<file path="config.mk">
export PLATFORM = sky130hd
export DESIGN_NAME = ladc_spi_top
export DESIGN_NICKNAME = d
export VERILOG_FILES = /design/src/logic/ladc_pkg.sv /design/src/logic/spi_cmd_queue.sv /design/src/logic/spi_shift_engine.sv /design/src/logic/spi_dev_router.sv /design/src/logic/ladc_spi_top.sv
export VERILOG_INCLUDE_DIRS = /design/src /design/src/logic
export SDC_FILE = /design/constraint.sdc
export NUM_CORES = 1
export LEC_CHECK = 0
export ABC_AREA = 1
export BUFFER_PORTS_ARGS = -buffer_cell sky130_fd_sc_hd__buf_2
export CORE_ASPECT_RATIO = 1.75
export CORE_MARGIN = 10
export CORE_UTILIZATION = 62
export CTS_CLUSTER_DIAMETER = 120
export DETAILED_ROUTE_END_ITERATION = 12
export PLACE_DENSITY = 0.95
export SYNTH_ARGS = -nofsm -noshare
export SYNTH_HDL_FRONTEND = slang
export SYNTH_SLANG_ARGS = --single-unit
export TNS_END_PERCENT = 100
</file>
<file path="constraint.sdc">
create_clock -name clk_i -period 4.4 [get_ports clk_i]
set_clock_uncertainty 0.1 [all_clocks]
set_input_delay 0.44 -clock clk_i [delete_from_list [all_inputs] [get_ports clk_i]]
set_output_delay 0.44 -clock clk_i [all_outputs]
set_load 0.1 [all_outputs]
</file>
<file path="src/logic/ladc_config.svh">
`ifndef LADC_CONFIG_SVH
`define LADC_CONFIG_SVH

// SPI word width in bits
`define LADC_DATA_W 16

// One ADC plus seven DACs
`define LADC_NUM_DEV 8

// Command queue entries
// The host starts with this many command credits
`define LADC_QUEUE_DEPTH 4

// Response credits held by the engine after reset
`define LADC_RSP_CREDITS 2

// System clock cycles per SCK half period
`define LADC_SCK_HALF 2

`endif

</file>
<file path="src/logic/ladc_pkg.sv">
`include "ladc_config.svh"

package ladc_pkg;

    // One SPI word
    typedef logic [`LADC_DATA_W-1:0] ladc_data_t;

    // Device index, 0 is the ADC and 1 to 7 are the DACs
    typedef logic [$clog2(`LADC_NUM_DEV)-1:0] ladc_dev_t;

    // One-hot device select
    typedef logic [`LADC_NUM_DEV-1:0] ladc_sel_t;

    // Shift engine states
    typedef enum logic [2:0] {
        IDLE,
        SELECT,
        SHIFT,
        DESELECT,
        DONE
    } spi_state_t;

endpackage

</file>
<file path="src/logic/spi_cmd_queue.sv">
`timescale 1ns/1ps
`include "ladc_config.svh"

module spi_cmd_queue import ladc_pkg::*; (
    input  logic       clk_i,
    input  logic       arst_n_i,
    input  logic       cmd_valid_i,
    input  ladc_dev_t  cmd_dev_i,
    input  ladc_data_t cmd_data_i,
    output logic       cmd_credit_o,
    input  logic       pop_i,
    output logic       valid_o,
    output ladc_dev_t  dev_o,
    output ladc_data_t data_o
);

    localparam int PTR_W = $clog2(`LADC_QUEUE_DEPTH);
    localparam int CNT_W = $clog2(`LADC_QUEUE_DEPTH + 1);

    ladc_dev_t  dev_mem  [`LADC_QUEUE_DEPTH];
    ladc_data_t data_mem [`LADC_QUEUE_DEPTH];

    logic [PTR_W-1:0] wr_ptr;
    logic [PTR_W-1:0] rd_ptr;
    logic [CNT_W-1:0] count;
    logic             full;
    logic             wr_en;
    logic             rd_en;

    assign full    = (count == CNT_W'(`LADC_QUEUE_DEPTH));
    assign valid_o = (count != '0);
    assign wr_en   = cmd_valid_i && !full;
    assign rd_en   = pop_i && valid_o;

    assign dev_o  = dev_mem[rd_ptr];
    assign data_o = data_mem[rd_ptr];

    always_ff @(posedge clk_i) begin
        if (wr_en) begin
            dev_mem[wr_ptr]  <= cmd_dev_i;
            data_mem[wr_ptr] <= cmd_data_i;
        end
    end

    // Pointers wrap naturally, depth is a power of two
    always_ff @(posedge clk_i or negedge arst_n_i) begin
        if (!arst_n_i) begin
            wr_ptr       <= '0;
            rd_ptr       <= '0;
            count        <= '0;
            cmd_credit_o <= 1'b0;
        end else begin
            if (wr_en) begin
                wr_ptr <= wr_ptr + 1'b1;
            end
            if (rd_en) begin
                rd_ptr <= rd_ptr + 1'b1;
            end
            count        <= count + CNT_W'(wr_en) - CNT_W'(rd_en);
            // One credit back per entry that leaves
            cmd_credit_o <= rd_en;
        end
    end

    // Host wrote without holding a credit
    a_no_write_full: assert property (
        @(posedge clk_i) disable iff (!arst_n_i) !(cmd_valid_i && full)
    );

    a_no_pop_empty: assert property (
        @(posedge clk_i) disable iff (!arst_n_i) !(pop_i && !valid_o)
    );

endmodule

</file>
<file path="src/logic/spi_shift_engine.sv">
`timescale 1ns/1ps
`include "ladc_config.svh"

module spi_shift_engine import ladc_pkg::*; (
    input  logic       clk_i,
    input  logic       arst_n_i,
    input  logic       q_valid_i,
    input  ladc_dev_t  q_dev_i,
    input  ladc_data_t q_data_i,
    output logic       q_pop_o,
    input  logic       rsp_credit_i,
    output ladc_dev_t  xfer_dev_o,
    output logic       cs_active_o,
    output logic       sck_o,
    output logic       mosi_o,
    input  logic       miso_i,
    output logic       rsp_valid_o,
    output ladc_dev_t  rsp_dev_o,
    output ladc_data_t rsp_data_o
);

    localparam int DIV_W = $clog2(2 * `LADC_SCK_HALF);
    localparam int BIT_W = $clog2(`LADC_DATA_W);
    localparam int CRD_W = $clog2(`LADC_RSP_CREDITS + 1);

    localparam logic [DIV_W-1:0] DIV_RISE = DIV_W'(`LADC_SCK_HALF - 1);
    localparam logic [DIV_W-1:0] DIV_FALL = DIV_W'(2 * `LADC_SCK_HALF - 1);
    localparam logic [BIT_W-1:0] BIT_LAST = BIT_W'(`LADC_DATA_W - 1);

    spi_state_t       state;
    logic [DIV_W-1:0] div_cnt;
    logic [BIT_W-1:0] bit_cnt;
    logic [CRD_W-1:0] rsp_cred;
    ladc_data_t       tx_sr;
    ladc_data_t       rx_sr;
    ladc_dev_t        dev_r;
    logic             start;
    logic             sck_rise;
    logic             sck_fall;

    // Needs a queued command and a response credit
    assign start    = (state == IDLE) && q_valid_i && (rsp_cred != '0);
    assign sck_rise = (state == SHIFT) && (div_cnt == DIV_RISE);
    assign sck_fall = (state == SHIFT) && (div_cnt == DIV_FALL);

    assign q_pop_o     = start;
    assign cs_active_o = (state == SELECT) || (state == SHIFT);
    // Mode 0, SCK idles low and is high in the second half of each period
    assign sck_o       = (state == SHIFT) && (div_cnt > DIV_RISE);
    assign mosi_o      = cs_active_o && tx_sr[`LADC_DATA_W-1];
    assign xfer_dev_o  = dev_r;
    assign rsp_valid_o = (state == DONE);
    assign rsp_dev_o   = dev_r;
    assign rsp_data_o  = rx_sr;

    always_ff @(posedge clk_i or negedge arst_n_i) begin
        if (!arst_n_i) begin
            state   <= IDLE;
            div_cnt <= '0;
            bit_cnt <= '0;
        end else begin
            unique case (state)
                IDLE: begin
                    if (start) begin
                        state <= SELECT;
                    end
                end
                SELECT: begin
                    state   <= SHIFT;
                    div_cnt <= '0;
                    bit_cnt <= '0;
                end
                SHIFT: begin
                    if (sck_fall) begin
                        div_cnt <= '0;
                        bit_cnt <= bit_cnt + 1'b1;
                        if (bit_cnt == BIT_LAST) begin
                            state <= DESELECT;
                        end
                    end else begin
                        div_cnt <= div_cnt + 1'b1;
                    end
                end
                DESELECT: state <= DONE;
                DONE:     state <= IDLE;
                default:  state <= IDLE;
            endcase
        end
    end

    // Shift registers, MSB first in both directions
    always_ff @(posedge clk_i) begin
        if (start) begin
            tx_sr <= q_data_i;
            dev_r <= q_dev_i;
        end else if (sck_fall) begin
            tx_sr <= {tx_sr[`LADC_DATA_W-2:0], 1'b0};
        end
        if (sck_rise) begin
            rx_sr <= {rx_sr[`LADC_DATA_W-2:0], miso_i};
        end
    end

    always_ff @(posedge clk_i or negedge arst_n_i) begin
        if (!arst_n_i) begin
            rsp_cred <= CRD_W'(`LADC_RSP_CREDITS);
        end else begin
            rsp_cred <= rsp_cred - CRD_W'(start) + CRD_W'(rsp_credit_i);
        end
    end

    // Host returned more response credits than it was given
    a_rsp_cred_max: assert property (
        @(posedge clk_i) disable iff (!arst_n_i) rsp_cred <= CRD_W'(`LADC_RSP_CREDITS)
    );

endmodule

</file>
<file path="src/logic/spi_dev_router.sv">
`timescale 1ns/1ps
`include "ladc_config.svh"

module spi_dev_router import ladc_pkg::*; (
    input  ladc_dev_t                xfer_dev_i,
    input  logic                     cs_active_i,
    output logic                     miso_o,
    output logic                     adc_cs_n_o,
    output logic [`LADC_NUM_DEV-2:0] dac_cs_n_o,
    input  logic                     adc_miso_i,
    input  logic [`LADC_NUM_DEV-2:0] dac_sdo_i
);

    ladc_sel_t sel;
    ladc_sel_t cs_vec;
    ladc_sel_t miso_vec;

    // Bit 0 is the ADC, bits 1 up are the DACs
    assign sel      = ladc_sel_t'(1) << xfer_dev_i;
    assign cs_vec   = sel & {`LADC_NUM_DEV{cs_active_i}};
    assign miso_vec = {dac_sdo_i, adc_miso_i};

    assign adc_cs_n_o = ~cs_vec[0];
    assign dac_cs_n_o = ~cs_vec[`LADC_NUM_DEV-1:1];

    // One-hot mux of the returned data lines
    assign miso_o = |(miso_vec & sel);

endmodule

</file>
<file path="src/logic/ladc_spi_top.sv">
`timescale 1ns/1ps
`include "ladc_config.svh"

module ladc_spi_top import ladc_pkg::*; (
    input  logic                     clk_i,
    input  logic                     arst_n_i,
    input  logic                     cmd_valid_i,
    input  ladc_dev_t                cmd_dev_i,
    input  ladc_data_t               cmd_data_i,
    output logic                     cmd_credit_o,
    input  logic                     rsp_credit_i,
    output logic                     rsp_valid_o,
    output ladc_dev_t                rsp_dev_o,
    output ladc_data_t               rsp_data_o,
    output logic                     spi_sck_o,
    output logic                     spi_mosi_o,
    output logic                     adc_cs_n_o,
    output logic [`LADC_NUM_DEV-2:0] dac_cs_n_o,
    input  logic                     adc_miso_i,
    input  logic [`LADC_NUM_DEV-2:0] dac_sdo_i
);

    logic       q_valid;
    ladc_dev_t  q_dev;
    ladc_data_t q_data;
    logic       q_pop;
    ladc_dev_t  xfer_dev;
    logic       cs_active;
    logic       miso_sel;

    spi_cmd_queue u_queue (
        .clk_i        (clk_i),
        .arst_n_i     (arst_n_i),
        .cmd_valid_i  (cmd_valid_i),
        .cmd_dev_i    (cmd_dev_i),
        .cmd_data_i   (cmd_data_i),
        .cmd_credit_o (cmd_credit_o),
        .pop_i        (q_pop),
        .valid_o      (q_valid),
        .dev_o        (q_dev),
        .data_o       (q_data)
    );

    spi_shift_engine u_engine (
        .clk_i        (clk_i),
        .arst_n_i     (arst_n_i),
        .q_valid_i    (q_valid),
        .q_dev_i      (q_dev),
        .q_data_i     (q_data),
        .q_pop_o      (q_pop),
        .rsp_credit_i (rsp_credit_i),
        .xfer_dev_o   (xfer_dev),
        .cs_active_o  (cs_active),
        .sck_o        (spi_sck_o),
        .mosi_o       (spi_mosi_o),
        .miso_i       (miso_sel),
        .rsp_valid_o  (rsp_valid_o),
        .rsp_dev_o    (rsp_dev_o),
        .rsp_data_o   (rsp_data_o)
    );

    // SCK and MOSI go straight to every device
    spi_dev_router u_router (
        .xfer_dev_i  (xfer_dev),
        .cs_active_i (cs_active),
        .miso_o      (miso_sel),
        .adc_cs_n_o  (adc_cs_n_o),
        .dac_cs_n_o  (dac_cs_n_o),
        .adc_miso_i  (adc_miso_i),
        .dac_sdo_i   (dac_sdo_i)
    );

endmodule

</file>
==> impl_metrics.ini <==
[outcome]
status = finished, final reports clean

[floorplan]
std_cell_rows = 44
io_pins = 62
dieArea_mm2 = 0.0128
die_x_um = 89.8
core_mm2 = 0.00831
die_h_um = 142
start_util_pct = 63.6

[worst_setup_path]
max_stage_delay_ps = 410
crit_path_end_kind = register
cp.required_ps = 4630
crit_chain = nor2_2 > nand2_2 > nor2_2 > nand2_2 > inv_2 > ha_1 > inv_1 > ha_1 > fa_1 > xnor2_1 > xor2_1
start_kind = register
r2r_setup_slack_ps = 1550
critPathArrivalTime_ps = 3080
r2r_end = u_queue.count[2]
crit_start = u_engine.state[0]
ff2ff_path_depth = 11
crit_fanout = 20
slowest_stage = dfrtp_1
rr_startpoint = u_engine.state[0]
critical_path_class = register to register

[routing]
vias = 3489
drc_errors = 0
wire_per_inst_um = 17.2
drt_iter0_drc = 241
viasPerCell = 5.58
drtPass1Iterations = 5
ant_nets = 0
wl_um = 10700

[min_path]
hp-start = cmd_data_i[2]
holdPathEnd = u_queue.data_mem[1][2]
hold_depth = 1
worstHoldPathType = primary input to register

[timing]
holdWs_ps = 139
fin_crit_ps = 2850
fin_crit_sh_pct = 64.8
slew_headroom_pct = 25.9
max_freq_mhz = 351
slew_viol_final = 0
rsz0062_at_grt = no
worstMarginPinSlew_ps = 1110
setup_viol = 0
tns_ps = 0
hold_viol = 0

[place]
post-dp-hpwl_um = 6880
gp_congestion = 0.787
dp.cells = 593
io_buffers = 61

[yosys]
syn_area_mm2 = 0.00529
yosysWarnings = 0
ys_seq_area_share_pct = 72.0
netlist_instances = 430
synth_area_per_cell_um2 = 12.3
syn_nets = 473
synth_seq_cells = 130
synth_cell_type_count = 28

[layout]
final_net_count = 541
finalNonFillerCells = 625
area_delta_synth_final_pct = 17.7
mostFrequentLayoutCell = edfxtp_1
diodes = 0
drive_gt1_share_pct = 20.6
layout_common_cells = edfxtp_1 (111), nand2_1 (71), nor2_1 (66), buf_2 (61), o21ai_0 (52)

[flow_run]
drv_cap = 0

[power]
peakVddDrop_mv = 0.402
p_leak_nw = 2.50
pwr_density_cell_mw_per_mm2 = 508

[global_routing]
grt_overflow = 0
grt_pass1_vias = 3648
grt_usage_pct = 17.6
antenna_found_initial = 0
grt_pass1_wl_um = 17700
grt_max_degree = 41

[clock_network]
clockBufferDepth = 2
clock_latency_ps = 410
numCtsBuffers = 17
htree_num_levels = 4
cts_tree = done
postCtsSetupBuffers = 0
ctsRootBufferMaster = clkbuf_16
clock_sink_count = 130
path_clk_slew_ps = 60
-- worst max-delay path by stage --
stage / cells after the start / endpoint
detailed placement: 11 / u_queue.count[2]
global route: 11 / u_queue.count[2]
CTS: 11 / u_queue.count[2]
global placement: 11 / u_queue.count[2]
finish: 11 / u_queue.count[2]
floorplan: 3 / spi_mosi_o
-- metal layers --
layer  GRT usage, %  share of wire, %  vias to the layer above
li1               -                 -                     1628
met1           17.5                35                     1672
met2           30.9                55                      151
met3           5.92               6.3                       38
met4           10.5               3.6                        0
met5              0                 0                        -
-- cell usage after synthesis, drive strengths merged --
cell type / instances / area (um^2)
inv: 31 / 116
dfstp: 1 / 26.3
clkbuf: 7 / 27.5
nand4: 17 / 106
dfrtp: 18 / 450
nor2: 68 / 260
buf: 11 / 77.6
xnor2: 4 / 35.0
o22ai: 5 / 31.3
xor2: 4 / 35.0
or2: 1 / 6.26
nand3: 6 / 30.0
nor3: 2 / 10.0
edfxtp: 111 / 3330
a21o: 1 / 8.76
nand2: 74 / 285
ha: 11 / 138
fa: 1 / 20.0
mux2i: 1 / 10.0
a21boi: 1 / 7.51
o21ai: 55 / 275
-- state kept, by name (all words and copies together) (netlist names), 3 cells and up --
name	cells
u_engine.tx_sr	16
u_queue.data_mem	64
u_queue.dev_mem	12
u_engine.rsp_data_o	16
u_engine.state	3
u_engine.bit_cnt	4
u_queue.count	3
u_engine.rsp_dev_o	3
-- critical path, delay by kind of cell (launching register included) --
family        cells  cell delay [ps]
xor+xnor          2              390
fa+ha+maj         3              850
buf+inv           2              400
flops             1              410
simple gates      4              630
-- power by group --
| group | internal (W) | switching, W |
|---|---|---|
| registers | 0.00153 | 0.0000546 |
| logic | 0.000101 | 0.000211 |
| clock network | 0.000768 | 0.000501 |
-- metrics by stage --
stage	cell area [um^2]	power (W)	utilization, %	setup slack, ps
floorplan	5290	0.00178	-	961
global placement	5670	0.00187	68.2	1850
detailed placement	5670	0.00191	68.2	1620
CTS	6220	0.00318	74.9	1550
global route	6220	0.00330	74.9	1340
finish	6220	0.00316	74.9	1550
-- final cells by class --
type	count	area (um^2)
Clock inverter	14	118
Multi-Input combinational cell	251	1260
Timing Repair Buffer	67	353
Inverter	31	116
Clock buffer	17	425
Sequential cell	130	3810
Tap cell	115	144
Fill cell	477	2090
-- timing repair --
action / 4_1_cts / 5_1_grt
setup endpoints to repair: 0 / 0
hold endpoints to repair: 18 / 0
hold buffers: 1 / 0
resized for setup: 0 / 0
-- cell families (layout without fill, tap and decap cells) --
logic type / Yosys count / in the layout / synth area share [%]
flip-flops: 130 / 130 / 72.0
AND/OR/NAND/NOR: 168 / 168 / 13.2
AO/OA/AOI/OAI: 62 / 62 / 6.10
multiplexers: 1 / 1 / 0.189
adder cells (fa/ha/maj): 12 / 12 / 2.98
buffers and inverters: 49 / 129 / 4.19
XOR/XNOR: 8 / 8 / 1.32
Note: power is estimated with default switching activity, not from simulation.
